--- config.mk ---
export PLATFORM = sky130hd
export DESIGN_NAME = wb_upsizer
export DESIGN_NICKNAME = d
export VERILOG_FILES = /design/src/logic/wb_upsizer_pkg.sv /design/src/logic/wb_burst_adr.sv /design/src/logic/wb_upsizer.sv
export SDC_FILE = /design/constraint.sdc
export NUM_CORES = 1
export LEC_CHECK = 0
export ABC_AREA = 0
export BUFFER_PORTS_ARGS = -buffer_cell sky130_fd_sc_hd__buf_2
export CAP_MARGIN = 20
export CORE_UTILIZATION = 50
export DETAILED_ROUTE_END_ITERATION = 7
export GPL_ROUTABILITY_DRIVEN = 0
export PLACE_DENSITY = 0.9
export SYNTH_ARGS = -nofsm -noshare
export SYNTH_HDL_FRONTEND = slang
export SYNTH_SLANG_ARGS = --single-unit
--- constraint.sdc ---
create_clock -name wb_clk_i -period 5.2 [get_ports wb_clk_i]
set_clock_uncertainty 0.2 [all_clocks]
set_input_delay 0.78 -clock wb_clk_i [delete_from_list [all_inputs] [get_ports wb_clk_i]]
set_output_delay 0.78 -clock wb_clk_i [all_outputs]
set_load 0.03 [all_outputs]
--- src/logic/wb_upsizer_pkg.sv ---
package wb_upsizer_pkg;

  //////////////////////////////////////////////////
  // Widths
  //////////////////////////////////////////////////

  // Narrow side word and the upsizing ratio
  localparam int DW_IN        = 32;
  localparam int SCALE        = 2;
  localparam int DW_OUT       = DW_IN * SCALE;
  localparam int SEL_IN       = DW_IN / 8;
  localparam int SEL_OUT      = DW_OUT / 8;
  // Byte addressed on both sides
  localparam int AW           = 32;
  localparam int LANE_BITS    = 1;
  localparam int NARROW_SHIFT = 2;
  localparam int WIDE_SHIFT   = NARROW_SHIFT + LANE_BITS;
  // Depth of the wide memory in 64-bit words
  localparam int RAM_WORDS    = 256;

  //////////////////////////////////////////////////
  // Wishbone registered feedback codes
  //////////////////////////////////////////////////

  localparam logic [2:0] CTI_CLASSIC = 3'b000;
  localparam logic [2:0] CTI_INCR    = 3'b010;
  localparam logic [2:0] CTI_EOB     = 3'b111;

  localparam logic [1:0] BTE_LINEAR  = 2'b00;
  localparam logic [1:0] BTE_WRAP4   = 2'b01;
  localparam logic [1:0] BTE_WRAP8   = 2'b10;
  localparam logic [1:0] BTE_WRAP16  = 2'b11;

  // Wide word, seen flat or as narrow lanes
  typedef union packed {
    logic [DW_OUT-1:0]           flat;
    logic [SCALE-1:0][DW_IN-1:0] lane;
  } wide_word_u;

  // Next beat address of an incrementing burst
  function automatic logic [AW-1:0] next_adr(input logic [AW-1:0] adr,
                                             input logic [2:0]    cti,
                                             input logic [1:0]    bte,
                                             input int unsigned   dw_bytes);
    logic [AW-1:0] line_mask;
    logic [AW-1:0] inc_adr;
    // Bytes inside one wrap line, all ones for linear
    case (bte)
      BTE_WRAP4:  line_mask = AW'(4 * dw_bytes - 1);
      BTE_WRAP8:  line_mask = AW'(8 * dw_bytes - 1);
      BTE_WRAP16: line_mask = AW'(16 * dw_bytes - 1);
      default:    line_mask = '1;
    endcase
    inc_adr = adr + AW'(dw_bytes);
    // Only incrementing bursts move on
    if (cti == CTI_INCR) begin
      next_adr = (adr & ~line_mask) | (inc_adr & line_mask);
    end else begin
      next_adr = adr;
    end
  endfunction

endpackage

--- src/logic/wb_burst_adr.sv ---
`timescale 1ns/10ps

module wb_burst_adr (
  input  logic [wb_upsizer_pkg::AW-1:0] adr_i,
  input  logic [2:0]                    cti_i,
  input  logic [1:0]                    bte_i,
  input  logic                          cyc_i,
  output logic [wb_upsizer_pkg::AW-1:0] next_wide_adr_o,
  output logic                          last_beat_o,
  output logic                          last_in_batch_o
);

  // Narrow address of the following beat
  logic [wb_upsizer_pkg::AW-1:0] next_narrow;
  // Wide word holding the current beat
  logic [wb_upsizer_pkg::AW-1:0] cur_wide;

  //////////////////////////////////////////////////
  // Address stepping
  //////////////////////////////////////////////////

  // Step at narrow width, wrap lines counted in narrow beats
  assign next_narrow = wb_upsizer_pkg::next_adr(adr_i, cti_i, bte_i,
                                                wb_upsizer_pkg::DW_IN / 8);

  // Reduce both to wide word addresses
  assign next_wide_adr_o = next_narrow >> wb_upsizer_pkg::WIDE_SHIFT;
  assign cur_wide        = adr_i >> wb_upsizer_pkg::WIDE_SHIFT;

  //////////////////////////////////////////////////
  // End conditions
  //////////////////////////////////////////////////

  // Classic cycle or end-of-burst closes the transfer
  assign last_beat_o = cyc_i &
                       ((cti_i == wb_upsizer_pkg::CTI_CLASSIC) |
                        (cti_i == wb_upsizer_pkg::CTI_EOB));

  // Batch ends when the burst leaves this wide word
  // or the transfer ends
  assign last_in_batch_o = (next_wide_adr_o != cur_wide) | last_beat_o;

endmodule

--- src/logic/wb_upsizer.sv ---
`timescale 1ns/10ps

module wb_upsizer (
  input  logic                               wb_clk_i,
  input  logic                               wb_rst_i,
  // Narrow slave port
  input  logic [wb_upsizer_pkg::AW-1:0]      wbs_adr_i,
  input  logic [wb_upsizer_pkg::DW_IN-1:0]   wbs_dat_i,
  input  logic [wb_upsizer_pkg::SEL_IN-1:0]  wbs_sel_i,
  input  logic                               wbs_we_i,
  input  logic                               wbs_cyc_i,
  input  logic                               wbs_stb_i,
  input  logic [2:0]                         wbs_cti_i,
  input  logic [1:0]                         wbs_bte_i,
  output logic [wb_upsizer_pkg::DW_IN-1:0]   wbs_dat_o,
  output logic                               wbs_ack_o,
  output logic                               wbs_err_o,
  // Wide master port
  output logic [wb_upsizer_pkg::AW-1:0]      wbm_adr_o,
  output logic [wb_upsizer_pkg::DW_OUT-1:0]  wbm_dat_o,
  output logic [wb_upsizer_pkg::SEL_OUT-1:0] wbm_sel_o,
  output logic                               wbm_we_o,
  output logic                               wbm_cyc_o,
  output logic                               wbm_stb_o,
  output logic [2:0]                         wbm_cti_o,
  output logic [1:0]                         wbm_bte_o,
  input  logic [wb_upsizer_pkg::DW_OUT-1:0]  wbm_dat_i,
  input  logic                               wbm_ack_i,
  input  logic                               wbm_err_i
);

  //////////////////////////////////////////////////
  // Declarations
  //////////////////////////////////////////////////

  // Address split of the current narrow beat
  logic [wb_upsizer_pkg::LANE_BITS-1:0]                      lane;
  logic [wb_upsizer_pkg::AW-wb_upsizer_pkg::WIDE_SHIFT-1:0]  cur_wadr;

  // From the burst address helper
  logic [wb_upsizer_pkg::AW-1:0] next_wide_adr;
  logic                          last_beat;
  logic                          last_in_batch;

  // One-hot FSM, all low means idle
  logic rd_pend;
  logic wr_pend;
  logic wr_gath;
  logic idle;

  // Gather side control
  logic wr_ack_q;
  logic wr_first;

  // Wide word address of the access on the wide bus
  logic [wb_upsizer_pkg::AW-wb_upsizer_pkg::WIDE_SHIFT-1:0] wadr_q;

  // Read buffer
  wb_upsizer_pkg::wide_word_u                               rbuf;
  logic [wb_upsizer_pkg::AW-wb_upsizer_pkg::WIDE_SHIFT-1:0] rbuf_adr;
  logic                                                     rbuf_vld;
  logic                                                     rbuf_hit;

  // Write gather buffer, selects kept per lane
  wb_upsizer_pkg::wide_word_u                                           wbuf;
  logic [wb_upsizer_pkg::SCALE-1:0][wb_upsizer_pkg::SEL_IN-1:0]         wsel;

  // Word the narrow read data is taken from
  wb_upsizer_pkg::wide_word_u rd_word;

  logic req;
  logic wr_capture;
  logic rd_miss;

  //////////////////////////////////////////////////
  // Beat decode
  //////////////////////////////////////////////////

  assign req      = wbs_cyc_i & wbs_stb_i;
  assign idle     = !(rd_pend | wr_pend | wr_gath);
  assign lane     = wbs_adr_i[wb_upsizer_pkg::NARROW_SHIFT +: wb_upsizer_pkg::LANE_BITS];
  assign cur_wadr = wbs_adr_i[wb_upsizer_pkg::AW-1:wb_upsizer_pkg::WIDE_SHIFT];

  // Buffer holds the word of this beat
  assign rbuf_hit = rbuf_vld & (rbuf_adr == cur_wadr);

  // New write beat, never the one being acked
  assign wr_capture = req & wbs_we_i & (idle | (wr_gath & !wr_ack_q));

  // Read that needs a wide access
  assign rd_miss = idle & req & !wbs_we_i & !rbuf_hit;

  wb_burst_adr u_burst_adr (
    .adr_i           (wbs_adr_i),
    .cti_i           (wbs_cti_i),
    .bte_i           (wbs_bte_i),
    .cyc_i           (wbs_cyc_i),
    .next_wide_adr_o (next_wide_adr),
    .last_beat_o     (last_beat),
    .last_in_batch_o (last_in_batch)
  );

  //////////////////////////////////////////////////
  // Narrow side outputs
  //////////////////////////////////////////////////

  // Miss data bypasses the buffer
  always_comb begin
    rd_word.flat = rd_pend ? wbm_dat_i : rbuf.flat;
  end

  assign wbs_dat_o = rd_word.lane[lane];

  // Hit acks at once, non-final write lanes a cycle later,
  // everything else follows the wide ack
  assign wbs_ack_o = (idle & req & !wbs_we_i & rbuf_hit) |
                     (wr_gath & wr_ack_q) |
                     ((rd_pend | wr_pend) & wbm_ack_i);

  assign wbs_err_o = (rd_pend | wr_pend) & wbm_err_i;

  //////////////////////////////////////////////////
  // Wide side outputs
  //////////////////////////////////////////////////

  assign wbm_adr_o = {wadr_q, {wb_upsizer_pkg::WIDE_SHIFT{1'b0}}};
  assign wbm_dat_o = wbuf.flat;
  // Reads always fetch the full word
  assign wbm_sel_o = wr_pend ? wsel : '1;
  assign wbm_we_o  = wr_pend;
  assign wbm_cyc_o = rd_pend | wr_pend;
  assign wbm_stb_o = rd_pend | wr_pend;
  // Every wide access is a single beat
  assign wbm_cti_o = wb_upsizer_pkg::CTI_EOB;
  assign wbm_bte_o = wb_upsizer_pkg::BTE_LINEAR;

  //////////////////////////////////////////////////
  // Control FSM
  //////////////////////////////////////////////////

  always_ff @(posedge wb_clk_i) begin
    if (wb_rst_i) begin
      rd_pend  <= 1'b0;
      wr_pend  <= 1'b0;
      wr_gath  <= 1'b0;
      wr_ack_q <= 1'b0;
      wr_first <= 1'b0;
      rbuf_vld <= 1'b0;
    end else begin
      // Gather ack is a single pulse
      wr_ack_q <= 1'b0;

      // Read miss goes out on the next cycle
      if (rd_miss) begin
        rd_pend <= 1'b1;
      end
      // Error leaves the buffer invalid
      if (rd_pend & (wbm_ack_i | wbm_err_i)) begin
        rd_pend  <= 1'b0;
        rbuf_vld <= wbm_ack_i;
      end

      if (wr_capture) begin
        wr_first <= 1'b0;
        // Keep reads coherent with the written word
        if (rbuf_hit) begin
          rbuf_vld <= 1'b0;
        end
        if (last_in_batch) begin
          wr_gath <= 1'b0;
          wr_pend <= 1'b1;
        end else begin
          wr_gath  <= 1'b1;
          wr_ack_q <= 1'b1;
        end
      end else if (wr_gath & !wbs_cyc_i) begin
        // Master dropped the cycle mid batch
        wr_gath  <= 1'b0;
        wr_first <= 1'b0;
      end

      if (wr_pend & wbm_ack_i) begin
        wr_pend <= 1'b0;
        // Burst goes on with a fresh batch
        if (!last_beat) begin
          wr_gath  <= 1'b1;
          wr_first <= 1'b1;
        end
      end
      if (wr_pend & wbm_err_i) begin
        wr_pend  <= 1'b0;
        rbuf_vld <= 1'b0;
      end
    end
  end

  //////////////////////////////////////////////////
  // Buffers and wide address
  //////////////////////////////////////////////////

  always_ff @(posedge wb_clk_i) begin
    if (rd_miss) begin
      wadr_q <= cur_wadr;
    end
    // Fill the buffer from the wide read
    if (rd_pend & wbm_ack_i) begin
      rbuf.flat <= wbm_dat_i;
      rbuf_adr  <= wadr_q;
    end

    if (wr_capture) begin
      // First beat of a batch clears the other lanes
      if (idle | wr_first) begin
        wsel <= '0;
      end
      if (idle) begin
        wadr_q <= cur_wadr;
      end
      wbuf.lane[lane] <= wbs_dat_i;
      wsel[lane]      <= wbs_sel_i;
    end

    // Next batch word comes from the burst stepping
    if (wr_pend & wbm_ack_i & !last_beat) begin
      wadr_q <= next_wide_adr[wb_upsizer_pkg::AW-wb_upsizer_pkg::WIDE_SHIFT-1:0];
    end
  end

endmodule

==> results of run 1 <==
==> kinds of logic after synthesis <==
group | count (synthesis) | synth area share
XOR/XNOR | 26 | 0.0266
AND/OR/NAND/NOR | 160 | 0.105
adder cells (fa/ha/maj) | 3 | 0.00438
other | 2 | 0.000877
buffers and inverters | 57 | 0.0304
AO/OA/AOI/OAI | 99 | 0.0882
multiplexers | 32 | 0.0841
flip-flops | 200 | 0.660
==> per-layer routing <==
layer  track usage  part of all wire
met1         0.327              0.39
met2         0.428              0.51
met3        0.0510             0.084
met4        0.0779             0.014
met5             0            0.0012
==> flip-flops by register name (all words and copies together) (netlist names) <==
signal / flops
rbuf: 64
wbm_dat_o: 64
rbuf_adr: 29
wadr_q: 29
wsel: 8
rbuf_vld: 1
rd_pend: 1
wbm_we_o: 1
wr_ack_q: 1
wr_first: 1
wr_gath: 1
==> report_power, final <==
| part | internal (mW) | switching (mW) | total (mW) |
|---|---|---|---|
| registers | 1.81 | 0.0427 | 1.85 |
| clock network | 0.663 | 0.685 | 1.35 |
| logic | 0.161 | 0.299 | 0.461 |
| total | 2.63 | 1.03 | 3.66 |
==> area by class of cell <==
cell class              count  share of cell area
multi-input cells         328               0.250
clock buffers              17              0.0395
inverters                  20             0.00697
well taps                 220              0.0256
diodes                      1            0.000232
flip-flops and latches    200               0.525
clock inverters            15              0.0180
repair buffers            286               0.135
==> worst max path at each step <==
stage	from	endpoint	slack, ps	depth (start not counted)
2_1_floorplan	rd_pend	rbuf[0]	1310	3
3_3_place_gp	wbs_adr_i[5]	wbs_ack_o	1560	8
3_5_place_dp	wbs_adr_i[5]	wbs_ack_o	1480	8
4_1_cts	wbs_adr_i[5]	wbs_ack_o	1480	8
5_1_grt	wbs_adr_i[27]	wbs_ack_o	1220	8
6_report	wbs_adr_i[27]	wbs_ack_o	1440	8
==> cell usage in the layout, fill, tap and decap left out, types with 6 or more instances in the layout <==
master	instances
or4_1	6
dfxtp_1	34
buf_4	7
nand2_1	24
nor2b_1	16
o21ai_0	17
or3_1	7
nand3_1	16
nand4_1	16
clkbuf_16	17
mux4_2	32
xnor2_1	21
and2_1	7
conb_1	8
edfxtp_1	165
a221o_1	16
nor2_1	21
nand2b_1	13
inv_1	20
nor3_1	11
buf_2	279
a21oi_1	15
==> stage by stage <==
stage	setup slack (ps)	hold WS [ps]	power (mW)	instance area, µm²	std cells
global placement	1560	236	2.33	10100	1054
detailed placement	1480	244	2.34	10100	1054
floorplan	1310	242	2.16	8590	585
global route	1220	282	3.78	10800	1086
finish	1440	269	3.66	10800	1087
CTS	1480	265	3.68	10800	1086
==> worst max-delay path, delay by kind of cell <==
kind / cells / cell delay, ps
simple gates: 4 / 1320
xor+xnor: 1 / 170
buf+inv: 2 / 350
compound gates: 1 / 140
==> qor.yml, run 1 <==
crit_top_cell: "buf_2"
regArea_mm2: 0.00566
grt_pass1_wl_um: 33600
cp-start-kind: "input pin"
dp_hpwl_um: 15600
vias: 6288
ys_warn_count: 0
place.port_buffers: 279
fin_tns_setup_ps: 0
yosys-top-cells-area: "edfxtp_1 (58%), mux4_2 (8.4%), dfxtp_1 (8.2%), xnor2_1 (2.1%), a221o_1 (1.9%)"
hold_violations: 0
critPathSlowestCell: "nor4_1"
fill_cells: 1193
antenna_found_initial: 2
reg2reg_slack_ps: 2030
peakVddDrop_mv: 0.251
powerDensity_mw_per_mm2: 340
syn2layout_area_growth_pct: 25.7
drc: 0
postCtsSetupRepairBufs: 0
netlist_instances: 579
slew_headroom: 0.401
numCtsBuffers: 17
ioPinCount: 290
drt_wl_total_um: 21800
seq_area_frac_synth: 0.660
multi_input_area_mm2: 0.00269
cts_hold_buffers: 0
rsz0062_at_grt: "no"
ant_nets: 0
nets: 1000
setup_viol: 0
min_period_ps: 3760
clockBufferDepth: 2
synth_ff_type: "edfxtp_1"
slowest_delay_ps: 540
die_w_um: 133
crit-reg2reg-launch: "rbuf_adr[24]"
cp_max_fo: 7
cts_tree: "built"
yosys-top-cells-count: "edfxtp_1 (165), dfxtp_1 (35), mux4_2 (32)"
cap_viol_max_count: 0
fin_crit_sh: 0.722
ff2ff_path_depth: 6
root_buffer: "clkbuf_16"
netlist-cell-type-count: 59
grt_max_degree: 61
cts_htree_levels: 4
slew_viol_final: 0
ys_async_sr_fraction: 0
rr_endpoint: "wadr_q[6]"
fin_util: 0.647
hp-start: "wadr_q[16]"
hp-class: "reg -> reg"
path_cells: "buf_2 -> xnor2_1 -> nand4_1 -> nor4_1 -> nand3_1 -> nor3_1 -> a221o_1 -> buf_2"
drt_iter0_drc: 659
fp.dieH_um: 133
fmax_mhz: 266
status: "complete, no violations"
via_per_inst: 5.78
clk_pin_slew_ps: 80
ys_ff_latch: 200
gr-total-overflow: 0
path_class: "in -> out"
yosysMostFrequentCell: "edfxtp_1"
yosysTopAreaCell: "edfxtp_1"
clock-sinks: 200
drive_gt1_frac: 0.426
grt_usage: 0.252
clk_latency_ps: 440
drtPass1Iterations: 5
whs_path_depth: 0
syn_area_mm2: 0.00857
arrival_ps: 2780
ctsResizeCount: 0
routedWlPerCell_um: 20.1
whs_endpoint: "rbuf_adr[16]"
avgSynthCellArea_um2: 14.8
critPathCaptureType: "output pin"
required_ps: 4220
dieArea_mm2: 0.0177
worstMarginPinSlew_ps: 899
num_rows: 47
coreArea_mm2: 0.0166
initial_utilization: 0.515
grt_pass1_vias: 6074
synth-edff-count: 165
p_leak_nw: 4.07
yosysTopAreaCellShare: 0.578
(Power assumes the default switching activity.)
==> run 2, diff against run 1 <==
- CORE_UTILIZATION: 50 -> 46
- PLACE_DENSITY: 0.9 -> 0.88
- clock period: 5.2 -> 3.3 ns (I/O delays scaled with it)
==> run 2 against run 1 <==
Net effect:
- the flow now finishes with violations (design-rule violations)
- via count shrank 0.29%
- worst hold slack lost 230 ps
- combinational power increased by 59%
- first-iteration DRC count is 1.2% lower
- count of clock-buffer cells in the layout did not move
- final area rose by 0.91%
- routed wire length up 0.88%
- utilization fell by 4.6 points
- global-route usage is 2.0 points lower
- largest power group unchanged
==> qor.yml, run 2 (synthesized netlist as in run 1, its figures left out) <==
status: "complete, but fails checks"
violations: "design-rule violations"
postCtsSetupRepairBufs: 0  # unchanged
root_buffer: "clkbuf_16"
nets: 1008  # +0.80%
required_ps: 2600  # -1620 ps
drt_iter0_drc: 651  # -1.2%
drtPass1Iterations: 7  # +2
cts_htree_levels: 4  # unchanged
cap_viol_max_count: 0  # unchanged
fmax_mhz: 319
worstMarginPinSlew_ps: 901  # +2.64 ps
routedWlPerCell_um: 19.9  # -1.0%
rsz0062_at_grt: "no"
combinationalPowerShare: 0.128  # +0.002
min_period_ps: 3130
clk_latency_ps: 440  # about the same
path_cells: "nor2b_1 -> a2111o_1 -> nor4_2 -> nand3_1 -> nor3_2 -> a221o_1 -> buf_2"
swShare: 0.275  # -0.00553
hp-class: "in -> reg"
drt_wl_total_um: 22000  # +0.88%
drc: 104  # +104
grt_usage: 0.233  # -0.0196
num_rows: 49  # +4.3%
dp_hpwl_um: 16300  # +4.3%
fin_tns_setup_ps: 0  # unchanged
arrival_ps: 2440  # -340 ps
p_leak_nw: 4.11  # +1.0%
place.port_buffers: 279  # unchanged
power_mw: 5.70  # +56%
clk_pin_slew_ps: 80  # about the same
ioPinCount: 290  # unchanged
fin_crit_sh: 0.949
die_w_um: 138  # +4.2%
critPathSlowestCell: "edfxtp_1"
numCtsBuffers: 17  # unchanged
peakVddDrop_mv: 0.370  # +47%
slew_viol_final: 0  # unchanged
reg2reg_slack_ps: 580  # -1450 ps
final_cell_mix: "buf_2 (279), edfxtp_1 (165), dfxtp_1 (34)"
drive_gt1_frac: 0.432  # +0.00640
p_int_mw: 4.13  # +57%
cp-start-kind: "flip-flop"
cts_tree: "built"
grt_pass1_vias: 6116  # +0.69%
via_per_inst: 5.66  # -2.2%
grt_max_degree: 48  # -21%
initial_utilization: 0.474  # -0.0411
vias: 6270  # -0.29%
ant_nets: 0  # unchanged
gr-total-overflow: 0  # unchanged
cp_max_fo: 3  # -4
clockBufferDepth: 2  # unchanged
layout_commonest_cell: "buf_2"
slew_headroom: 0.397  # -0.00398
setup_viol: 0  # unchanged
grt_pass1_wl_um: 33800  # +0.39%
pwr-share-seq: 0.512  # +0.006
hold_violations: 0  # unchanged
fp.dieH_um: 138  # +4.2%
syn2layout_area_growth_pct: 26.8
dieArea_mm2: 0.0192  # +8.6%
critPathCaptureType: "output pin"
path_class: "reg -> out"
clock-sinks: 200  # unchanged
coreArea_mm2: 0.0181  # +8.7%
powerDensity_mw_per_mm2: 525  # +54%
antenna_found_initial: 7  # +5
power.switching_mw: 1.57  # +53%
pwr-share-clk: 0.360  # -0.008
slowest_delay_ps: 400  # -140 ps
run 2: cell types whose count changed in the layout (fill, tap and decap cells not counted), sizes merged:
cell,before,now
clkinv,7,8
inv,28,27
diode,1,5
buf,286,294
run 2: path summary, 6_finish.rpt:
check                                   from            to  cells past startpoint
worst min register to register    wadr_q[13]  rbuf_adr[13]                      0
worst max register to register  rbuf_adr[27]    wadr_q[26]                      7
worst max-delay path            rbuf_adr[27]     wbs_ack_o                      7
worst min-delay path            wbm_dat_i[7]       rbuf[7]                      1
run 2: layer usage:
metal | GRT usage | vias to the layer above | share of wire
met3 | 0.0585 | 38 | 0.085
met5 | 0 | - | 0.00068
met1 | 0.290 | 3060 | 0.38
met4 | 0.0917 | 2 | 0.021
li1 | - | 2855 | -
met2 | 0.390 | 315 | 0.51
run 2: power groups by stage:
stage | registers [mW] | clock network, mW | logic (mW)
final | 2.92 | 2.05 | 0.731
after global routing | 2.93 | 2.18 | 0.777
after global placement | 2.96 | 0 | 0.710
after floorplan | 3.11 | 0 | 0.296
after CTS | 2.91 | 2.09 | 0.732
after detailed placement | 2.97 | 0 | 0.728
run 2: metrics by stage:
stage                      util  cell area [µm²]  instances  hold slack, ps  setup slack, ps
after floorplan               -             8590        585             242              119
after global placement    0.566            10200       1071             234              362
after detailed placement  0.566            10200       1071             242              320
after CTS                 0.599            10800       1103            29.5             91.3
after global routing      0.600            10900       1106            20.9             30.8
final                     0.601            10900       1108            44.0              168
run 2: final cells by class:
| cell class | count | area, µm² |
|---|---|---|
| antenna | 5 | 12.5 |
| timing repair buffer | 294 | 1530 |
| sequential | 200 | 5660 |
| inverter | 20 | 75.1 |
| clock buffer | 17 | 425 |
| tap | 229 | 287 |
| multi-input combinational | 328 | 2700 |
| clock inverter | 15 | 174 |
| fill | 1408 | 7220 |
run 2: timing repair:
action                                  in CTS  in global routing
resized for setup                            0                  2
endpoints found under the setup margin       0                  1
hold buffers                                 0                  0
run 2: critical path: cells and delay by family (launching register included):
family	cells	cell delay (ps)
AOI/OAI and AO/OA	2	530
DFF	1	400
and+or+nand+nor	4	880
buffers and inverters	1	200
